--- config.mk ---
export PLATFORM = sky130hd
export DESIGN_NAME = sigencode_apb_regs
export DESIGN_NICKNAME = d
export VERILOG_FILES = /design/src/sigencode_pkg.sv /design/src/sigencode_apb_regs.sv
export VERILOG_INCLUDE_DIRS = /design/src /design/src/include
export SDC_FILE = /design/constraint.sdc
export NUM_CORES = 1
export LEC_CHECK = 0
export ABC_AREA = 1
export BUFFER_PORTS_ARGS = -buffer_cell sky130_fd_sc_hd__buf_2
export CORE_MARGIN = 5
export CORE_UTILIZATION = 39
export CTS_CLUSTER_SIZE = 20
export DETAILED_ROUTE_END_ITERATION = 8
export GPL_TIMING_DRIVEN = 0
export PLACE_DENSITY_LB_ADDON = 0.2
export RECOVER_POWER = 100
export SLEW_MARGIN = 20
export SYNTH_ARGS = -nofsm -noshare
export SYNTH_HDL_FRONTEND = slang
export SYNTH_SLANG_ARGS = --single-unit
export TNS_END_PERCENT = 5
--- constraint.sdc ---
create_clock -name clk -period 1.55 [get_ports clk]
set_clock_uncertainty 0.1 [all_clocks]
set_input_delay 0.155 -clock clk [delete_from_list [all_inputs] [get_ports clk]]
set_output_delay 0.155 -clock clk [all_outputs]
set_load 0.03 [all_outputs]
--- src/include/sigencode_params.svh ---
// Shared constants of the ML-DSA z encoder
// Modulus and gamma1, coefficient and code widths, memory geometry
// and the APB address width
`ifndef SIGENCODE_PARAMS_SVH
`define SIGENCODE_PARAMS_SVH

// ML-DSA modulus and the bound of the z coefficients
`define SIG_Q          8380417
`define SIG_GAMMA1     524288
`define SIG_N          256

// Data widths
`define SIG_COEFF_W    24
`define SIG_Z_W        20

// Both memories hold four coefficients per word
`define SIG_ADDR_W     8
`define SIG_MEM_DEPTH  256
`define SIG_WORDS      64

`define SIG_APB_AW     4

`endif

--- src/sigencode_pkg.sv ---
// Design types of the z encoder
// Coefficient, code and address vectors, memory word vectors,
// APB data and the engine state enum
`default_nettype none

`include "sigencode_params.svh"

package sigencode_pkg;

    typedef logic [`SIG_COEFF_W-1:0]   coeff_t;
    typedef logic [`SIG_Z_W-1:0]       zcode_t;
    typedef logic [`SIG_ADDR_W-1:0]    mem_addr_t;
    typedef logic [4*`SIG_COEFF_W-1:0] coeff_word_t;
    typedef logic [4*`SIG_Z_W-1:0]     zcode_word_t;
    typedef logic [31:0]               apb_data_t;

    // Reads lead writes by two cycles, so the middle states overlap them
    typedef enum logic [2:0] {
        IDLE,
        READ,
        READ_EXEC,
        READ_EXEC_WRITE,
        EXEC_WRITE,
        WRITE,
        DONE
    } enc_state_e;

endpackage

`default_nettype wire

--- src/sigencode_apb_regs.sv ---
// APB register block of the z encoder
// CTRL start and zeroize pulses, STATUS busy and sticky done,
// source and destination base registers
`timescale 1ns/1ps
`default_nettype none

`include "sigencode_params.svh"

module sigencode_apb_regs (
    input  logic                     clk,
    input  logic                     reset_n,
    input  logic [`SIG_APB_AW-1:0]   paddr,
    input  logic                     psel,
    input  logic                     penable,
    input  logic                     pwrite,
    input  sigencode_pkg::apb_data_t pwdata,
    output sigencode_pkg::apb_data_t prdata,
    output logic                     pready,
    output logic                     pslverr,
    input  logic                     busy,
    input  logic                     done,
    output logic                     start,
    output logic                     zeroize,
    output sigencode_pkg::mem_addr_t src_base,
    output sigencode_pkg::mem_addr_t dest_base
);
    import sigencode_pkg::*;

    localparam logic [`SIG_APB_AW-1:0] ADDR_CTRL   = `SIG_APB_AW'('h0);
    localparam logic [`SIG_APB_AW-1:0] ADDR_STATUS = `SIG_APB_AW'('h4);
    localparam logic [`SIG_APB_AW-1:0] ADDR_SRC    = `SIG_APB_AW'('h8);
    localparam logic [`SIG_APB_AW-1:0] ADDR_DEST   = `SIG_APB_AW'('hC);

    logic access;
    logic wr_ok;
    logic done_flag;

    // Every transfer completes in its access phase
    assign pready = 1'b1;
    assign access = psel && penable;

    // Unaligned addresses and reads of the write-only CTRL are not mapped
    assign pslverr = access && ((paddr[1:0] != 2'b00) || (!pwrite && paddr == ADDR_CTRL));
    assign wr_ok   = access && pwrite && !pslverr;

    always_comb begin
        case (paddr)
            ADDR_STATUS: prdata = {30'd0, done_flag, busy};
            ADDR_SRC:    prdata = apb_data_t'(src_base);
            ADDR_DEST:   prdata = apb_data_t'(dest_base);
            default:     prdata = '0;
        endcase
    end

    // ==========================================================
    // Register updates
    // ==========================================================
    always_ff @(posedge clk) begin
        if (!reset_n) begin
            start     <= 1'b0;
            zeroize   <= 1'b0;
            src_base  <= '0;
            dest_base <= '0;
            done_flag <= 1'b0;
        end else begin
            start   <= wr_ok && (paddr == ADDR_CTRL) && pwdata[0];
            zeroize <= wr_ok && (paddr == ADDR_CTRL) && pwdata[1];
            if (wr_ok && paddr == ADDR_SRC) begin
                src_base <= pwdata[`SIG_ADDR_W-1:0];
            end
            if (wr_ok && paddr == ADDR_DEST) begin
                dest_base <= pwdata[`SIG_ADDR_W-1:0];
            end
            // A finishing run wins over a clear in the same cycle
            if (done) begin
                done_flag <= 1'b1;
            end else if (wr_ok && paddr == ADDR_STATUS && pwdata[1]) begin
                done_flag <= 1'b0;
            end
        end
    end

endmodule

`default_nettype wire

==> summary.md <==
| Metric | Value |
|---|---|
| Setup violators final | 0 |
| Initial Utilization | 41.47% |
| Avg Cell Area, Syn | 7.580 µm² |
| Setup TNS | 0 ps |
| Core Util, Final | 57.84% |
| Worst EP required | 1290 ps |
| DRC errors left | 0 |
| Slowest cell on crit path | nor2_4 |
| Drt initial violations | 13 |
| Vias in the first global route | 1007 |
| Reg power frac | 50.7% |
| LEAKAGE | 0.7189 nW |
| Area grow syn2layout | 39.47% |
| Pin count of the biggest net entering global routing | 12 |
| Die Ht | 61.79 µm |
| Sequential fraction of the synthesis area | 36.36% |
| RSZ-0062 raised after global routing | false |
| Maximum vdd drop | 0.4383 mV |
| Root buf cell | clkbuf_4 |
| Grt ovf | 0 |
| Fraction of layout cells with a size suffix above 1 | 29.03% |
| Skew-Pair Late Insertion Delay | 290 ps |
| Max-cap violations | 0 |
| Worst-path cell chain | clkbuf_1 > nor2_4 > inv_1 > nor2_4 > a22o_1 > clkbuf_2 |
| Synth Instances | 138 |
| CTS buffer count | 3 |
| Crit path max-delay family | buffers and inverters |
| Number of routed nets with antenna violations | 0 |
| Clk sinks | 19 |
| Crit path DAT | 1180 ps |
| Mapped Area | 0.001046 mm² |
| Core area | 0.002522 mm² |
| # rows | 18 |
| Clock Path Buffers | 2 |
| Reg clk slew, reported paths | 110 ps |
| Top cells by count, synth | 28 x nor2_1, 25 x buf_4, 19 x dfxtp_1, 17 x o21ai_0, 12 x nand2_1 |
| Cell mode on critical path | nor2_4 |
| Switching share of power | 31.08% |
| CTS tree | built |
| Input/output buffers | 45 |
| DIE AREA | 0.003818 mm² |
| HPWL Detailed | 2179 µm |
| Post-synth cell types | 19 |
| #FFs+latches synth | 19 |
| Via-per-instance ratio | 4.377 |
| Net Sw Power | 0.0003019 W |
| Asr flop ratio synth | 0% |
| Logic gate share of total power | 23.4% |
| WL/cell | 11.34 µm |
| Fin. Hold Viols | 0 |
| Synthesis Warnings | 0 |
| Die width | 61.79 µm |
| Initial antenna violation count | 0 |
| # diodes | 0 |
| Total track usage | 15.53% |
| Via count | 1081 |
| Top post-synthesis cells by area | dfxtp_1 36%, buf_4 18%, nor2_1 10%, o21ai_0 8.1%, a22o_1 5.0% |
| Total Routed Length | 2801 µm |
| Buf/Inv on CP | 3 |
| Max Clock Freq | 697.3 MHz |
| Pwr/cell area | 665.7 mW/mm² |
| Setup crit end kind | output port |
| CP startpoint kind | input port |
| Worst Path Class, Setup | in2out |
| Post-synth top area cell | dfxtp_1 |
| Hold crit path type | in2reg |
| Htree depth | 1 |
| Crit-path max cell delay | 230 ps |
| Int Pwr | 0.0006693 W |
| Ports | 95 |
| Clock share of power | 25.9% |
| Count leader, synth | nor2_1 |
| Nets@finish | 261 |
| Gpl congestion | 0.7801 |
| Status | finished, final reports clean |
| Crit path time final | 1434 ps |
| Number of synthesized flops with an enable pin | 0 |
| Main synth FF type | dfxtp_1 |
| Final Slew Violations | 0 |
| Final worst-path cycle share | 92.52% |
| Crit-path max FO | 9 |
| Global-route wire length before repair | 4485 µm |
| Post-synth top area share | 36.36% |
| TritonRoute pass-1 iters | 4 |
[placed cells by master (no fill, tap or decap), drive strengths merged]
| cell | netlist | final |
|---|---|---|
| buf | 26 | 46 |
| nand2 | 13 | 13 |
| nor2 | 32 | 32 |
| nand3 | 5 | 5 |
| clkinvlp | 0 | 1 |
| conb | 2 | 25 |
| clkinv | 1 | 2 |
| o21ai | 17 | 17 |
| clkbuf | 0 | 30 |
| inv | 6 | 5 |
| a21oi | 1 | 1 |
| dfxtp | 19 | 19 |
| a22o | 6 | 6 |
| nor3 | 9 | 9 |
| o211a | 1 | 1 |
| dlygate4sd3 | 0 | 5 |
[what timing repair did]
| item | 4_1_cts | 5_1_grt |
|---|---|---|
| buffers inserted | 0 | 2 |
| pin swaps | 0 | 1 |
| hold endpoints to repair | 4 | 1 |
| endpoints found under the setup margin | 8 | 2 |
| hold buffers | 4 | 1 |
| resized for setup | 2 | 0 |
[routing by layer]
layer,up-vias,wire [µm],GRT usage (%)
li1,564,-,-
met1,478,1084,17.67
met2,35,1505,29.00
met3,4,173,2.273
met4,0,38,5.758
met5,-,0,0
[sequential cells by signal (all words and copies together), names as in the netlist]
register   count
start          1
zeroize        1
dest_base      8
src_base       8
done_flag      1
[area by class of cell]
| class | instances | area [µm²] |
|---|---|---|
| buffer | 26 | 192.7 |
| clock buffer | 3 | 22.52 |
| clock inverter | 1 | 5.005 |
| fill | 282 | 1064 |
| inverter | 7 | 35.03 |
| multi-input combinational | 109 | 520.5 |
| sequential | 19 | 380.4 |
| tap | 30 | 37.54 |
| timing repair buffer | 52 | 265.3 |
[tightest hold or removal path, stage by stage]
cell and delay, ps:
buf_2 90, nor3_1 40, nor2_1 80
[through the flow]
stage	setup slack, ps	instance area [µm²]	hold WS, ps	instances	power [W]
2_1_floorplan	273.8	1132	174.2	161	0.0006719
3_3_place_gp	-89.98	1395	296.4	236	0.0007133
3_5_place_dp	-94.51	1395	305.3	236	0.0007159
4_1_cts	85.60	1474	2.703	244	0.0009669
5_1_grt	9.695	1459	23.52	247	0.001022
6_report	115.9	1459	4.597	247	0.0009712
[power groups by stage]
stage	Sequential [W]	Combinational (W)	Clock [W]
CTS	0.000492	0.000223	0.000252
detailed placement	0.000503	0.000212	0
global route	0.000493	0.000246	0.000283
finish	0.000492	0.000227	0.000252
global placement	0.000503	0.000210	0
floorplan	0.000505	0.000167	0
[cell families after synthesis]
family	Yosys count	synth area share (%)
AOI/OAI and AO/OA	25	14.59
buffers and inverters	33	21.41
DFF	19	36.36
other	2	0.7180
and+or+nand+nor	59	26.91
[worst paths after layout]
kind / slack (ps) / depth (start not counted) / start / to
min reg2reg: 380 / 2 / done_flag / done_flag
max: 120 / 6 / paddr[1] / prdata[2]
min: 5 / 3 / pwdata[3] / src_base[3]
max reg2reg: 790 / 2 / src_base[1] / src_base[1]
Power figures use the tool's default switching activity.
