## config.mk

```make
export PLATFORM = sky130hd
export DESIGN_NAME = sigencode_z_engine
export DESIGN_NICKNAME = d
export VERILOG_FILES = /design/src/sigencode_pkg.sv /design/src/sigencode_z_unit.sv /design/src/sigencode_z_engine.sv
export VERILOG_INCLUDE_DIRS = /design/src /design/src/include
export SDC_FILE = /design/constraint.sdc
export NUM_CORES = 1
export LEC_CHECK = 0
export BUFFER_PORTS_ARGS = -buffer_cell sky130_fd_sc_hd__buf_2
export CORE_MARGIN = 4
export CORE_UTILIZATION = 46
export DETAILED_ROUTE_END_ITERATION = 8
export GPL_ROUTABILITY_DRIVEN = 0
export GPL_TIMING_DRIVEN = 0
export PLACE_DENSITY_LB_ADDON = 0.2
export REMOVE_ABC_BUFFERS = 1
export SLEW_MARGIN = 20
export SYNTH_ARGS = -nofsm -noshare
export SYNTH_HDL_FRONTEND = slang
export SYNTH_SLANG_ARGS = --single-unit
```

## constraint.sdc

```tcl
create_clock -name clk -period 2.3 [get_ports clk]
set_input_delay 0.23 -clock clk [delete_from_list [all_inputs] [get_ports clk]]
set_output_delay 0.23 -clock clk [all_outputs]
set_load 0.01 [all_outputs]
```

## src/include/sigencode_params.svh

```systemverilog
// Shared constants of the ML-DSA z encoder
// Modulus and gamma1, coefficient and code widths, memory geometry
// and the APB address width
`ifndef SIGENCODE_PARAMS_SVH
`define SIGENCODE_PARAMS_SVH

// ML-DSA modulus and the bound of the z coefficients
`define SIG_Q          8380417
`define SIG_GAMMA1     524288
`define SIG_N          256

// Data widths
`define SIG_COEFF_W    24
`define SIG_Z_W        20

// Both memories hold four coefficients per word
`define SIG_ADDR_W     8
`define SIG_MEM_DEPTH  256
`define SIG_WORDS      64

`define SIG_APB_AW     4

`endif

```

## src/sigencode_pkg.sv

```systemverilog
// Design types of the z encoder
// Coefficient, code and address vectors, memory word vectors,
// APB data and the engine state enum
`default_nettype none

`include "sigencode_params.svh"

package sigencode_pkg;

    typedef logic [`SIG_COEFF_W-1:0]   coeff_t;
    typedef logic [`SIG_Z_W-1:0]       zcode_t;
    typedef logic [`SIG_ADDR_W-1:0]    mem_addr_t;
    typedef logic [4*`SIG_COEFF_W-1:0] coeff_word_t;
    typedef logic [4*`SIG_Z_W-1:0]     zcode_word_t;
    typedef logic [31:0]               apb_data_t;

    // Reads lead writes by two cycles, so the middle states overlap them
    typedef enum logic [2:0] {
        IDLE,
        READ,
        READ_EXEC,
        READ_EXEC_WRITE,
        EXEC_WRITE,
        WRITE,
        DONE
    } enc_state_e;

endpackage

`default_nettype wire

```

## src/sigencode_z_unit.sv

```systemverilog
// Single z encoder unit
// Registers gamma1 - c for one coefficient, as a 20-bit code
`timescale 1ns/1ps
`default_nettype none

`include "sigencode_params.svh"

module sigencode_z_unit (
    input  logic                  clk,
    input  logic                  reset_n,
    input  logic                  zeroize,
    input  sigencode_pkg::coeff_t data_i,
    output sigencode_pkg::zcode_t data_o
);
    import sigencode_pkg::*;

    localparam coeff_t GAMMA1 = coeff_t'(`SIG_GAMMA1);
    localparam coeff_t Q      = coeff_t'(`SIG_Q);

    coeff_t diff;

    // Values above gamma1 stand for the negative coefficient c - q
    always_comb begin
        if (data_i <= GAMMA1) begin
            diff = GAMMA1 - data_i;
        end else begin
            diff = GAMMA1 + Q - data_i;
        end
    end

    always_ff @(posedge clk) begin
        if (!reset_n) begin
            data_o <= '0;
        end else if (zeroize) begin
            data_o <= '0;
        end else begin
            data_o <= diff[`SIG_Z_W-1:0];
        end
    end

endmodule

`default_nettype wire

```

## src/sigencode_z_engine.sv

```systemverilog
// z encoding engine
// State machine with read and write pair counters, registered memory
// requests, eight encoder units and the done and busy status
`timescale 1ns/1ps
`default_nettype none

`include "sigencode_params.svh"

module sigencode_z_engine (
    input  logic                       clk,
    input  logic                       reset_n,
    input  logic                       zeroize,
    input  logic                       start,
    input  sigencode_pkg::mem_addr_t   src_base,
    input  sigencode_pkg::mem_addr_t   dest_base,
    output logic                       rd_en_a,
    output sigencode_pkg::mem_addr_t   rd_addr_a,
    output logic                       rd_en_b,
    output sigencode_pkg::mem_addr_t   rd_addr_b,
    input  sigencode_pkg::coeff_word_t rd_data_a,
    input  sigencode_pkg::coeff_word_t rd_data_b,
    output logic                       wr_en_a,
    output sigencode_pkg::mem_addr_t   wr_addr_a,
    output sigencode_pkg::zcode_word_t wr_data_a,
    output logic                       wr_en_b,
    output sigencode_pkg::mem_addr_t   wr_addr_b,
    output sigencode_pkg::zcode_word_t wr_data_b,
    output logic                       busy,
    output logic                       done
);
    import sigencode_pkg::*;

    localparam int PAIR_W = $clog2(`SIG_WORDS / 2);
    localparam logic [PAIR_W-1:0] LAST_PAIR = PAIR_W'(`SIG_WORDS / 2 - 1);

    enc_state_e        state;
    enc_state_e        next_state;
    logic [PAIR_W-1:0] rd_pair;
    logic [PAIR_W-1:0] wr_pair;
    mem_addr_t         src_lock;
    mem_addr_t         dest_lock;
    mem_addr_t         rd_off;
    mem_addr_t         wr_off;
    logic              reading;
    logic              writing;

    assign reading = (state == READ) || (state == READ_EXEC) || (state == READ_EXEC_WRITE);
    assign writing = (state == READ_EXEC_WRITE) || (state == EXEC_WRITE) || (state == WRITE);
    assign rd_off  = mem_addr_t'({rd_pair, 1'b0});
    assign wr_off  = mem_addr_t'({wr_pair, 1'b0});

    // ==========================================================
    // State machine
    // ==========================================================
    always_ff @(posedge clk) begin
        if (!reset_n || zeroize) begin
            state <= IDLE;
        end else begin
            state <= next_state;
        end
    end

    always_comb begin
        case (state)
            IDLE:            next_state = start ? READ : IDLE;
            READ:            next_state = READ_EXEC;
            READ_EXEC:       next_state = READ_EXEC_WRITE;
            // Leave once the last pair has been requested
            READ_EXEC_WRITE: next_state = (rd_pair == LAST_PAIR) ? EXEC_WRITE : READ_EXEC_WRITE;
            EXEC_WRITE:      next_state = WRITE;
            WRITE:           next_state = DONE;
            DONE:            next_state = IDLE;
            default:         next_state = IDLE;
        endcase
    end

    // ==========================================================
    // Counters, base capture and memory requests
    // ==========================================================
    always_ff @(posedge clk) begin
        if (!reset_n || zeroize) begin
            rd_pair   <= '0;
            wr_pair   <= '0;
            src_lock  <= '0;
            dest_lock <= '0;
            rd_en_a   <= 1'b0;
            rd_en_b   <= 1'b0;
            rd_addr_a <= '0;
            rd_addr_b <= '0;
            wr_en_a   <= 1'b0;
            wr_en_b   <= 1'b0;
            wr_addr_a <= '0;
            wr_addr_b <= '0;
            done      <= 1'b0;
        end else begin
            if (state == IDLE && start) begin
                src_lock  <= src_base;
                dest_lock <= dest_base;
            end
            rd_pair   <= reading ? rd_pair + 1'b1 : '0;
            wr_pair   <= writing ? wr_pair + 1'b1 : '0;
            rd_en_a   <= reading;
            rd_en_b   <= reading;
            rd_addr_a <= reading ? src_lock + rd_off : '0;
            rd_addr_b <= reading ? src_lock + rd_off + mem_addr_t'(1) : '0;
            // Write data comes straight from the encoder registers
            wr_en_a   <= writing;
            wr_en_b   <= writing;
            wr_addr_a <= writing ? dest_lock + wr_off : '0;
            wr_addr_b <= writing ? dest_lock + wr_off + mem_addr_t'(1) : '0;
            done      <= (state == DONE);
        end
    end

    assign busy = (state != IDLE) || done;

    // Four encoders per read port
    for (genvar i = 0; i < 4; i++) begin : g_enc
        sigencode_z_unit enc_a_inst (
            .clk     (clk),
            .reset_n (reset_n),
            .zeroize (zeroize),
            .data_i  (rd_data_a[i*`SIG_COEFF_W +: `SIG_COEFF_W]),
            .data_o  (wr_data_a[i*`SIG_Z_W +: `SIG_Z_W])
        );
        sigencode_z_unit enc_b_inst (
            .clk     (clk),
            .reset_n (reset_n),
            .zeroize (zeroize),
            .data_i  (rd_data_b[i*`SIG_COEFF_W +: `SIG_COEFF_W]),
            .data_o  (wr_data_b[i*`SIG_Z_W +: `SIG_Z_W])
        );
    end

    assert property (@(posedge clk) disable iff (!reset_n) (state == IDLE) |-> !wr_en_a)
        else $error("signature write while the engine is idle");
    assert property (@(posedge clk) disable iff (!reset_n) done |=> !done)
        else $error("done pulse longer than one cycle");
    // The last word of the source polynomial ends the read requests
    assert property (@(posedge clk) disable iff (!reset_n)
        (rd_en_b && (rd_addr_b == mem_addr_t'(src_lock + (`SIG_WORDS - 1)))) |=> !rd_en_b)
        else $error("coefficient read beyond the source polynomial");

endmodule

`default_nettype wire

```

==> tab_implementation.tex, run 1 <==
\begin{tabular}{lr}
\hline
Metric & Value \\
\hline
\multicolumn{2}{l}{\textbf{Placed design}} \\
\quad Post-place instance area & 0.0138 mm2 \\
\quad Count of input and output buffers & 409 \\
\quad Post-detailed-placement half-perimeter wirelength & $\sim$26 mm \\
\multicolumn{2}{l}{\textbf{Yosys}} \\
\quad Distinct cells, synth & 73 \\
\quad Mux cell area share after synthesis & 4.63\% \\
\quad Post-synthesis share of cell area spent on full adders, half adders and majority gates & 3.71\% \\
\quad Synth top area cells & sky130\_fd\_sc\_hd\_\_dfxtp\_1 39\%, sky130\_fd\_sc\_hd\_\_nor2\_1 6.7\%, sky130\_fd\_sc\_hd\_\_xnor2\_1 5.1\% \\
\quad Area fraction of the dominant cell type after synthesis & between 30\% and 40\% \\
\quad Area of the mapped netlist & around 0.012 mm2 \\
\quad Post-synthesis area per instance & 8.51 um2 \\
\quad Basic-gate share of the synthesized area counting and, or, nand and nor cells & 27.6\% \\
\quad Cell count after synthesis & $\sim$1,400 \\
\quad Yosys warns & 0 \\
\quad Top FF cell, synth & sky130\_fd\_sc\_hd\_\_dfxtp\_1 \\
\quad Fraction of the yosys area taken by sequential cells & 38.9\% \\
\quad Compound-Gate Fraction of Synth Area & between 10 and 15\% \\
\quad Largest family of logic cells by synthesized area & simple AND/OR/NAND/NOR gates \\
\quad Fraction of registers with async set/reset & 0\% \\
\quad Biggest area consumer among synthesized cells & sky130\_fd\_sc\_hd\_\_dfxtp\_1 \\
\quad Seq cells post-synth & $\sim$220 \\
\quad Xor/xnor share of the synthesized area & 9.86\% \\
\quad Number of enable-type register cells in the synthesized netlist & 0 \\
\multicolumn{2}{l}{\textbf{Clocking}} \\
\quad Clock network latency to the later pin of the worst-skew pair & 530 ps \\
\quad Clock transition at the register clock pins on the worst setup and hold paths after CTS & 50 ps \\
\quad Clock sink count & $\sim$220 \\
\quad CTS HTree Levels & 1 \\
\quad Num CTS Buffers & 26 \\
\quad CTS tree & done \\
\quad Clk buf depth & 3 \\
\quad Root Buffer Master & sky130\_fd\_sc\_hd\_\_clkbuf\_16 \\
\multicolumn{2}{l}{\textbf{Job}} \\
\quad MaxCap Viol Count & 0 \\
\multicolumn{2}{l}{\textbf{Floorplan}} \\
\quad I/O pin cnt & 410 \\
\quad Overall die area & 0.0277 mm2 \\
\quad Die width & $\sim$170 um \\
\quad Core Rows & 57 \\
\quad Core region area & around 0.025 mm2 \\
\quad Initial Utilization & between 40\% and 50\% \\
\quad Die Y-Extent & approximately 170 um \\
\multicolumn{2}{l}{\textbf{Global route}} \\
\quad Number of global-route vias before repair & 11,184 \\
\quad Global-route wire length before repair & 55.3 mm \\
\quad Maximum number of pins on one net before global-route repair & 64 \\
\quad Antenna violations before repair & 14 \\
\quad Remaining global-route overflow & 0 \\
\quad Combined global-route utilization of all metal layers & around a quarter \\
\multicolumn{2}{l}{\textbf{Pwr}} \\
\quad Net Sw Power & about 0.0024 W \\
\quad Clock share of power & $\sim$47\% \\
\quad Register share of total power & 40.2\% \\
\quad Internal & 0.00773 W \\
\quad Static leakage & 7.14 nW \\
\quad Total power density per cell area & 630 mW/mm2 \\
\quad Switching Share & 23.4\% \\
\quad Peak supply drop & around 600 uV \\
\quad Comb pwr share & 13.1\% \\
\multicolumn{2}{l}{\textbf{Cells and area}} \\
\quad Most frequent cells in the layout & 409 x sky130\_fd\_sc\_hd\_\_buf\_2, 224 x sky130\_fd\_sc\_hd\_\_dfxtp\_1, 207 x sky130\_fd\_sc\_hd\_\_nor2\_1 \\
\quad Fraction of final layout cells sized beyond drive strength 1 & 27.5\% \\
\quad Register cell area after layout & 0.00448 mm2 \\
\quad Share of the core filled with cells in the final layout & between 60\% and 70\% \\
\quad Area added between synthesis and finish & 38.8\% \\
\quad Most common library cell in the layout ignoring fill and taps & sky130\_fd\_sc\_hd\_\_buf\_2 \\
\quad Count of fill cells added during filler insertion & 2,093 \\
\quad Area of all placed cells without fillers & 0.0160 mm2 \\
\quad NumNets Final & around 2,100 \\
\quad Area taken by multi-input logic gates & 0.00686 mm2 \\
\multicolumn{2}{l}{\textbf{Setup path}} \\
\quad CP required & 2740 ps \\
\quad Setup crit end kind & flop \\
\quad Largest fanout on the critical path & 11 \\
\quad WP data arrival & 2660 ps \\
\quad Critical Path Start Type & input port \\
\quad Critical path type & in -> reg \\
\multicolumn{2}{l}{\textbf{Routing}} \\
\quad Number of violations reported at the end of detailed-routing iteration 0 & 612 \\
\quad Final antenna-violating net count & 0 \\
\quad DRC Markers & 0 \\
\quad First drt pass iteration count & 5 \\
\quad Wire length per cell & 16.1 um \\
\quad Total vias in the final route & between 10,000 and 15,000 \\
\quad Average via count per standard cell & 5.34 \\
\quad Routed WL & 35.4 mm \\
\multicolumn{2}{l}{\textbf{STA}} \\
\quad Final hold violation count & 0 \\
\quad Post-route fraction of the period consumed by the critical path & 96.5\% \\
\quad Clock skew after layout & 5.73 ps \\
\quad Maximum achievable frequency & approximately 450 MHz \\
\quad Actual slew at the worst max-slew pin & $\sim$750 ps \\
\quad Final setup violation count & 0 \\
\quad Minimum clock period after layout & about 2200 ps \\
\quad Worst-case headroom to the max-slew limit & 49.4\% \\
\quad Max-slew violation count & 0 \\
\multicolumn{2}{l}{\textbf{Status}} \\
\quad Result of the run & finished, final reports clean \\
\multicolumn{2}{l}{\textbf{Worst hold path}} \\
\quad Path class of the lowest-slack min-delay path & in -> reg \\
\hline
\end{tabular}
-- registers in the layout, summed over array words and instances, names as in the netlist --
signal / cells
dest_lock: 8
done: 1
g_enc.enc_a_inst.data_o: 80
g_enc.enc_b_inst.data_o: 80
rd_addr_a: 8
rd_addr_b: 8
rd_en_b: 1
rd_pair: 5
src_lock: 8
state: 3
wr_addr_a: 8
wr_addr_b: 8
wr_en_b: 1
wr_pair: 5
-- final timing paths --
check	slack [ps]	from	depth (start not counted)	to
setup reg to reg	130	wr_pair[2]	7	wr_addr_b[7]
setup / recovery	80	rd_data_a[41]	8	g_enc[1].enc_a_inst.data_o[19]
hold / removal	20	rd_data_a[53]	3	g_enc[2].enc_a_inst.data_o[5]
hold reg to reg	460	src_lock[4]	2	src_lock[4]
-- layout make-up --
cell class / instances / area share [%]
antenna: 8 / 0.125
clock buffer: 33 / 4.55
clock inverter: 12 / 1.62
inverter: 35 / 0.820
multi-input combinational: 1047 / 42.8
sequential: 224 / 28.0
tap: 324 / 2.53
timing repair buffer: 515 / 19.5
-- cells by family after synthesis --
family,after synthesis
DFF,224
buffers and inverters,86
and+or+nand+nor,623
xor gates and xnor gates,130
AOI/OAI and AO/OA,207
muxes,53
adders and majority gates,33
-- layer usage --
layer	up-vias	part of all wire, %	GRT usage (%)
li1	5841	-	-
met1	5373	40	28.0
met2	415	48	40.0
met3	104	8.2	7.24
met4	12	4.3	9.18
met5	-	0.23	0
-- per-stage QoR --
step	setup TNS (ps)	total power [W]	hold WS (ps)	instances	setup slack, ps
6_report	0	0.0101	17.3	2198	80.9
5_1_grt	-4.61	0.0105	18.3	2198	-4.61
4_1_cts	0	0.0102	1.26	2176	7.08
3_5_place_dp	-50220	0.00532	454	2041	-1070
3_3_place_gp	-688500	0.00531	449	2038	-4250
2_1_floorplan	-256190	0.00473	329	1305	-1930
-- cells in the mapped netlist (25+ instances only) --
cell and number:
sky130_fd_sc_hd__dfxtp_1 224, sky130_fd_sc_hd__nor2_1 207, sky130_fd_sc_hd__nand2_1 94, sky130_fd_sc_hd__xnor2_1 67
sky130_fd_sc_hd__nor3_1 63, sky130_fd_sc_hd__xor2_1 63, sky130_fd_sc_hd__a21oi_1 57, sky130_fd_sc_hd__mux2i_1 50
sky130_fd_sc_hd__o21ai_0 48, sky130_fd_sc_hd__clkbuf_1 39, sky130_fd_sc_hd__inv_1 35, sky130_fd_sc_hd__nand3_1 35
sky130_fd_sc_hd__ha_1 31, sky130_fd_sc_hd__nor4_1 28, sky130_fd_sc_hd__or4_1 28, sky130_fd_sc_hd__or3_1 25
-- power by group through the flow --
| stage | logic, W | clock network, W | registers (W) |
|---|---|---|---|
| after floorplan | 0.000513 | 0 | 0.00422 |
| after global placement | 0.00116 | 0 | 0.00415 |
| after detailed placement | 0.00117 | 0 | 0.00415 |
| after CTS | 0.00130 | 0.00483 | 0.00406 |
| after global routing | 0.00146 | 0.00501 | 0.00408 |
| final | 0.00132 | 0.00471 | 0.00406 |
-- worst max-delay path, cell delays in order --
cell and delay [ps]:
sky130_fd_sc_hd__dlygate4sd3_1 540, sky130_fd_sc_hd__buf_2 150, sky130_fd_sc_hd__or3_1 320, sky130_fd_sc_hd__or2_2 340, sky130_fd_sc_hd__o21a_4 270, sky130_fd_sc_hd__or4_1 500, sky130_fd_sc_hd__a21o_1 200, sky130_fd_sc_hd__a21oi_1 100
-- timing repair --
action | CTS | global route
cloned | 1 | 0
setup endpoints to repair | 32 | 63
gates resized for setup | 7 | 15
hold buffers | 87 | 0
pin swaps | 2 | 5
endpoints found under the hold margin | 87 | 0
buffers inserted | 2 | 14
No activity file was read; power rests on OpenSTA's default activity.
==> run 2: changes to the inputs <==
- CORE_UTILIZATION: 46 -> 47
- CTS_BUF_LIST: unset -> sky130_fd_sc_hd__clkbuf_4 sky130_fd_sc_hd__clkbuf_8
==> run 2 against run 1 <==
  * Die area decreased by 2.0%
  * Clock power down 15%
  * Non-clock buffer count grew 29
  * Register-to-register slack improved by 20 ps
  * Clock skew rose by 3.6 ps
  * Setup slack worse by 30 ps
  * Combinational power grew 5%
  * Maximum frequency is 1.3% lower
  * Total power down 6.2%
  * Core utilization up 1.5 points
==> tab_implementation.tex, run 2 (synthesis gave the netlist of run 1 again) <==
\begin{tabular}{lr}
\hline
Metric & Value \\
\hline
\multicolumn{2}{l}{\textbf{Global route}} \\
\quad Antenna violations before repair & 3 \\
\quad Global-route wire length before repair & 55.5 mm \\
\quad Maximum number of pins on one net before global-route repair & 69 \\
\quad Remaining global-route overflow & 0 \\
\quad Number of global-route vias before repair & 11,509 \\
\quad Combined global-route utilization of all metal layers & 24.7\% \\
\multicolumn{2}{l}{\textbf{Setup path}} \\
\quad WP data arrival & 2650 ps \\
\quad Critical Path Start Type & input port \\
\quad Critical path type & in -> reg \\
\quad Setup crit end kind & flop \\
\quad Largest fanout on the critical path & 6 \\
\quad CP required & 2700 ps \\
\multicolumn{2}{l}{\textbf{Clocking}} \\
\quad Clk buf depth & 3 \\
\quad Clock transition at the register clock pins on the worst setup and hold paths after CTS & 60 ps \\
\quad CTS tree & done \\
\quad Clock sink count & 224 \\
\quad Clock network latency to the later pin of the worst-skew pair & 530 ps \\
\quad Root Buffer Master & sky130\_fd\_sc\_hd\_\_clkbuf\_8 \\
\quad CTS HTree Levels & 2 \\
\quad Num CTS Buffers & 40 \\
\multicolumn{2}{l}{\textbf{Worst hold path}} \\
\quad Path class of the lowest-slack min-delay path & in -> reg \\
\multicolumn{2}{l}{\textbf{Cells and area}} \\
\quad Area taken by multi-input logic gates & 0.00684 mm2 \\
\quad Fraction of final layout cells sized beyond drive strength 1 & 28.1\% \\
\quad Most common library cell in the layout ignoring fill and taps & sky130\_fd\_sc\_hd\_\_buf\_2 \\
\quad Most frequent cells in the layout & 409 x sky130\_fd\_sc\_hd\_\_buf\_2, 224 x sky130\_fd\_sc\_hd\_\_dfxtp\_1, 206 x sky130\_fd\_sc\_hd\_\_nor2\_1 \\
\quad Register cell area after layout & 0.00448 mm2 \\
\quad NumNets Final & 2,137 \\
\quad Leading registers by flop count & g\_enc.enc\_a\_inst.data\_o: 80 flops, g\_enc.enc\_b\_inst.data\_o: 80 flops \\
\quad Count of fill cells added during filler insertion & 2,037 \\
\quad Area added between synthesis and finish & 40.2\% \\
\quad Count of placed standard cells in the final layout, fillers left out & between 2,000 and 2,500 \\
\multicolumn{2}{l}{\textbf{Routing}} \\
\quad Total vias in the final route & 12,082 \\
\quad Final antenna-violating net count & 0 \\
\quad Number of violations reported at the end of detailed-routing iteration 0 & 763 \\
\quad Average via count per standard cell & 5.37 \\
\quad First drt pass iteration count & 5 \\
\quad Routed WL & 35.8 mm \\
\quad DRC Markers & 0 \\
\quad Wire length per cell & between 15 and 20 um \\
\multicolumn{2}{l}{\textbf{Job}} \\
\quad MaxCap Viol Count & 0 \\
\multicolumn{2}{l}{\textbf{Floorplan}} \\
\quad Initial Utilization & 47.6\% \\
\quad Core Rows & 57 \\
\quad Core region area & 0.0242 mm2 \\
\quad Overall die area & 0.0271 mm2 \\
\quad Die Y-Extent & 165 um \\
\quad Die width & 165 um \\
\quad I/O pin cnt & just over 400 \\
\multicolumn{2}{l}{\textbf{Pwr}} \\
\quad Peak supply drop & 497 uV \\
\quad Total power density per cell area & about 590 mW/mm2 \\
\quad Static leakage & just over 7 nW \\
\quad Power Total & 0.00947 W \\
\multicolumn{2}{l}{\textbf{STA}} \\
\quad Post-route fraction of the period consumed by the critical path & 97.8\% \\
\quad Max-slew violation count & 0 \\
\quad Final hold violation count & 0 \\
\quad Minimum clock period after layout & 2250 ps \\
\quad Clock skew after layout & 9.37 ps \\
\quad Maximum achievable frequency & 445 MHz \\
\quad Worst-case headroom to the max-slew limit & 48.0\% \\
\quad Actual slew at the worst max-slew pin & 773 ps \\
\quad Final setup violation count & 0 \\
\quad Worst setup slack after layout & $\sim$50 ps \\
\multicolumn{2}{l}{\textbf{Placed design}} \\
\quad Count of input and output buffers & 409 \\
\quad Post-detailed-placement half-perimeter wirelength & 25.4 mm \\
\quad Worst-case setup slack after placement & -930 ps \\
\quad Cell count after placement & approximately 2,000 \\
\multicolumn{2}{l}{\textbf{Status}} \\
\quad Result of the run & finished, final reports clean \\
\hline
\end{tabular}
==> run 2: changes by cell type in the layout (fill, tap and decap cells not counted), moves of 2 or more <==
cell / delta
sky130_fd_sc_hd__buf_4: -3
sky130_fd_sc_hd__nor3_1: +2
sky130_fd_sc_hd__bufinv_16: -6
sky130_fd_sc_hd__clkbuf_16: -27
sky130_fd_sc_hd__clkinvlp_4: +3
sky130_fd_sc_hd__buf_12: -2
sky130_fd_sc_hd__clkbuf_4: +14
sky130_fd_sc_hd__clkbuf_1: -3
sky130_fd_sc_hd__nor3_2: -2
sky130_fd_sc_hd__diode_2: -4
sky130_fd_sc_hd__dlygate4sd3_1: +33
sky130_fd_sc_hd__clkbuf_8: +46
==> run 2: final cells by class <==
cell class | count | share of cell area, %
Clock inverter | 10 | 0.665
Antenna cell | 4 | 0.0618
Sequential cell | 224 | 27.7
Multi-Input combinational cell | 1047 | 42.3
Tap cell | 324 | 2.50
Timing Repair Buffer | 544 | 21.2
Clock buffer | 63 | 4.82
Inverter | 35 | 0.812
==> run 2: path summary, 6_finish.rpt <==
path	start	endpoint	slack [ps]	depth (start not counted)
setup / recovery	rd_data_b[29]	g_enc[1].enc_b_inst.data_o[16]	50	8
setup reg to reg	wr_pair[2]	wr_addr_b[7]	150	7
hold reg to reg	src_lock[1]	src_lock[1]	470	2
hold / removal	rd_data_a[28]	g_enc[1].enc_a_inst.data_o[4]	40	3
==> run 2: metal layers <==
metal	vias up	share of wire, %	global-route usage [%]
met5	-	0.064	0
met4	4	3.5	10.4
met3	109	9.2	7.11
met2	522	48	42.1
met1	5528	39	29.0
li1	5919	-	-
==> run 2: per-stage QoR <==
step,setup TNS [ps],utilization [%],hold slack [ps],cell area [um2]
after floorplan,-256190,-,329,11300
after global placement,-661720,56.7,450,13800
after detailed placement,-44070,57.1,457,13900
after CTS,0,65.9,0.731,16000
after global routing,-98.7,66.7,18.6,16200
final,0,66.8,39.2,16200
==> run 2: where the power goes <==
group	switching [W]	internal, W	total (W)	leakage (nW)
clock	0.00164	0.00238	0.00402	0.465
sequential	0.0000425	0.00402	0.00407	1.83
combinational	0.000748	0.000634	0.00138	4.94
total	0.00243	0.00704	0.00947	7.24
==> run 2: what timing repair did <==
item                                    in CTS  in global routing
cloned                                       0                  1
endpoints found under the setup margin      17                 65
endpoints found under the hold margin      120                  0
pin swaps                                    0                  5
hold buffers                               120                  0
buffers inserted                             0                 12
gates resized for setup                      7                 13
==> run 2: worst max-delay path, stage by stage <==
cell                            delay [ps]
sky130_fd_sc_hd__dlygate4sd3_1         570
sky130_fd_sc_hd__buf_2                 160
sky130_fd_sc_hd__or4_1                 520
sky130_fd_sc_hd__or2_2                 370
sky130_fd_sc_hd__or4_1                 420
sky130_fd_sc_hd__mux2i_1               180
sky130_fd_sc_hd__xor2_1                160
sky130_fd_sc_hd__nor2_1                 50
==> run 3: changes to the inputs <==
- SETUP_SLACK_MARGIN: unset -> 0.4
==> run 3 against run 2 <==
  * Core utilization up 3.8 points
  * Flip-flop and latch count unchanged
  * Total power up 1.1%
  * Hold slack about the same
  * Critical path depth unchanged
  * Sequential power about the same
  * Final cell count up 1.9%
  * Non-clock buffer count up 40
  * Highest routed layer unchanged
  * Largest power group unchanged
  * First-iteration DRC count down 5.6%
  * Setup slack better by 310 ps
  * Die area unchanged
  * Maximum frequency up 16%
==> tab_implementation.tex, run 3 (synthesis gave the netlist of run 1 again) <==
\begin{tabular}{lr}
\hline
Metric & Value \\
\hline
\multicolumn{2}{l}{\textbf{Floorplan}} \\
\quad Die Y-Extent & 165 um \\
\quad Overall die area & about 0.027 mm2 \\
\quad Die width & 165 um \\
\quad Core Rows & 57 \\
\quad I/O pin cnt & a little over 400 \\
\quad Initial Utilization & between 40\% and 50\% \\
\quad Core region area & 0.0242 mm2 \\
\multicolumn{2}{l}{\textbf{Placed design}} \\
\quad Count of input and output buffers & 409 \\
\quad Post-detailed-placement half-perimeter wirelength & 25.4 mm \\
\multicolumn{2}{l}{\textbf{Pwr}} \\
\quad Power Total & roughly 0.0096 W \\
\quad Static leakage & 7.58 nW \\
\quad Peak supply drop & 498 uV \\
\quad Total power density per cell area & 559 mW/mm2 \\
\multicolumn{2}{l}{\textbf{Setup path}} \\
\quad Count of buffer and inverter cells on the critical path & 2 \\
\quad Cells along the critical path & buf\_8 > or4\_4 > or4b\_4 > o22ai\_4 > buf\_12 > mux2i\_1 > xor2\_1 > nor2\_1 \\
\quad Logic depth of the worst register-to-register path & 8 \\
\quad WP data arrival & 2350 ps \\
\quad CP Launch Point & rd\_data\_b[55] \\
\quad Endpoint of the most critical register-to-register path & rd\_addr\_b[7] \\
\quad Family of cells with the greatest summed delay on the critical path & simple AND/OR/NAND/NOR gates \\
\quad Critical path's slowest cell & sky130\_fd\_sc\_hd\_\_or4b\_4 \\
\quad Setup crit end kind & flop \\
\quad Critical Path Start Type & input port \\
\quad Slowest stage delay, CP & 620 ps \\
\quad Critical path type & in -> reg \\
\quad Worst flop-to-flop path startpoint & src\_lock[1] \\
\quad Worst R2R Setup Slack & about 370 ps \\
\quad Largest fanout on the critical path & 5 \\
\quad CP required & about 2700 ps \\
\multicolumn{2}{l}{\textbf{Global route}} \\
\quad Remaining global-route overflow & 0 \\
\quad Combined global-route utilization of all metal layers & between 20 and 30\% \\
\quad Maximum number of pins on one net before global-route repair & 69 \\
\quad Antenna violations before repair & 5 \\
\quad Number of global-route vias before repair & 11,803 \\
\quad Global-route wire length before repair & 57.0 mm \\
\multicolumn{2}{l}{\textbf{STA}} \\
\quad Actual slew at the worst max-slew pin & 888 ps \\
\quad Final hold violation count & 0 \\
\quad Final setup violation count & 0 \\
\quad Post-route fraction of the period consumed by the critical path & a little over four fifths \\
\quad Maximum achievable frequency & 517 MHz \\
\quad Minimum clock period after layout & 1940 ps \\
\quad Clock skew after layout & 8.65 ps \\
\quad RSZ-0062 raised after global routing & true \\
\quad Max-slew violation count & 0 \\
\quad Worst-case headroom to the max-slew limit & around two fifths \\
\multicolumn{2}{l}{\textbf{Cells and area}} \\
\quad Most common library cell in the layout ignoring fill and taps & sky130\_fd\_sc\_hd\_\_buf\_2 \\
\quad Leading registers by flop count & g\_enc.enc\_a\_inst.data\_o: 80 flops, g\_enc.enc\_b\_inst.data\_o: 80 flops \\
\quad Most frequent cells in the layout & 401 x sky130\_fd\_sc\_hd\_\_buf\_2, 215 x sky130\_fd\_sc\_hd\_\_dfxtp\_1, 198 x sky130\_fd\_sc\_hd\_\_nor2\_1 \\
\quad Area added between synthesis and finish & 48.2\% \\
\quad NumNets Final & 2,178 \\
\quad Fraction of final layout cells sized beyond drive strength 1 & 33.2\% \\
\quad Share of the core filled with cells in the final layout & between 70\% and 80\% \\
\multicolumn{2}{l}{\textbf{Job}} \\
\quad MaxCap Viol Count & 0 \\
\multicolumn{2}{l}{\textbf{Clocking}} \\
\quad Clk buf depth & 3 \\
\quad CTS HTree Levels & 2 \\
\quad Clock network latency to the later pin of the worst-skew pair & between 500 and 600 ps \\
\quad Num CTS Buffers & 40 \\
\quad Clock sink count & roughly 220 \\
\quad CTS tree & done \\
\quad Clock transition at the register clock pins on the worst setup and hold paths after CTS & about 60 ps \\
\quad Root Buffer Master & sky130\_fd\_sc\_hd\_\_clkbuf\_8 \\
\multicolumn{2}{l}{\textbf{Routing}} \\
\quad Average via count per standard cell & 5.47 \\
\quad Final antenna-violating net count & 0 \\
\quad Routed WL & 38.0 mm \\
\quad Number of violations reported at the end of detailed-routing iteration 0 & 720 \\
\quad Total vias in the final route & 12,539 \\
\quad Wire length per cell & 16.6 um \\
\quad First drt pass iteration count & 5 \\
\quad DRC Markers & 0 \\
\multicolumn{2}{l}{\textbf{Worst hold path}} \\
\quad Hold-critical path depth & 3 \\
\quad HP Start & rd\_data\_a[56] \\
\quad Path class of the lowest-slack min-delay path & in -> reg \\
\quad Hold worst-path end & g\_enc[2].enc\_a\_inst.data\_o[8] \\
\multicolumn{2}{l}{\textbf{Status}} \\
\quad Result of the run & finished, final reports clean \\
\hline
\end{tabular}
-- run 3: cell types whose count changed in the layout (fill, tap and decap cells not counted), moves of 7 or more --
cell and change:
sky130_fd_sc_hd__nor3_2 +7, sky130_fd_sc_hd__dfxtp_1 -9, sky130_fd_sc_hd__buf_6 +10, sky130_fd_sc_hd__buf_4 +35, sky130_fd_sc_hd__dfxtp_2 +7, sky130_fd_sc_hd__ha_1 -11, sky130_fd_sc_hd__buf_2 -8, sky130_fd_sc_hd__nor3_1 -7
sky130_fd_sc_hd__ha_4 +7, sky130_fd_sc_hd__nor2_1 -8
-- run 3: worst min-delay path, cell delays in order --
cell,delay (ps)
sky130_fd_sc_hd__buf_2,140
sky130_fd_sc_hd__xnor2_1,130
sky130_fd_sc_hd__nor2_1,40
-- run 3: repair_timing --
action / 4_1_cts / 5_1_grt
endpoints found under the hold margin: 119 / 0
hold buffers: 119 / 0
setup buffers: 29 / 23
endpoints found under the setup margin: 105 / 116
gates resized for setup: 47 / 98
pin swaps: 21 / 39
cloned: 1 / 2
-- run 3: per-stage QoR --
step / std cells / instance area, um2 / hold WS [ps] / TNS (ps) / worst slack, ps
4_1_cts: 2263 / 16400 / 0.731 / 0 / 383
3_3_place_gp: 2038 / 13800 / 450 / -661720 / -4140
3_5_place_dp: 2041 / 13900 / 457 / -44070 / -930
6_report: 2294 / 17100 / 39.5 / 0 / 365
5_1_grt: 2290 / 17100 / 18.5 / 0 / 274
2_1_floorplan: 1305 / 11300 / 329 / -256190 / -1930
-- run 3: how the worst max path moves through the flow --
stage | endpoint | slack (ps) | depth (start not counted)
after floorplan | rd_addr_a[0] | -1930 | 4
after global placement | rd_addr_b[1] | -4140 | 5
after detailed placement | g_enc[1].enc_b_inst.data_o[12] | -930 | 9
after CTS | wr_addr_b[7] | 380 | 8
after global routing | rd_addr_b[7] | 270 | 8
final | g_enc[2].enc_b_inst.data_o[6] | 360 | 8
-- run 3: final cells by class --
cell class / count / area (um2)
fill: 1879 / 7140
inverter: 35 / 135
timing repair buffer: 584 / 3840
tap: 324 / 405
multi-input combinational: 1048 / 7320
antenna: 6 / 15.0
sequential: 224 / 4500
clock buffer: 63 / 779
clock inverter: 10 / 108
-- run 3: power by group --
group | switching (W) | leakage, nW | internal [W]
Sequential | 0.0000454 | 1.84 | 0.00402
Clock | 0.00166 | 0.465 | 0.00238
Combinational | 0.000782 | 5.27 | 0.000678
Total | 0.00249 | 7.58 | 0.00708
-- run 3: per-layer routing --
| metal | GRT usage (%) | part of all wire, % | routed length [um] |
|---|---|---|---|
| met3 | 7.44 | 8.8 | 3360 |
| met4 | 11.3 | 4.0 | 1510 |
| met2 | 43.4 | 48 | 18400 |
| met5 | 0 | 0.090 | 34 |
| met1 | 29.4 | 39 | 14700 |
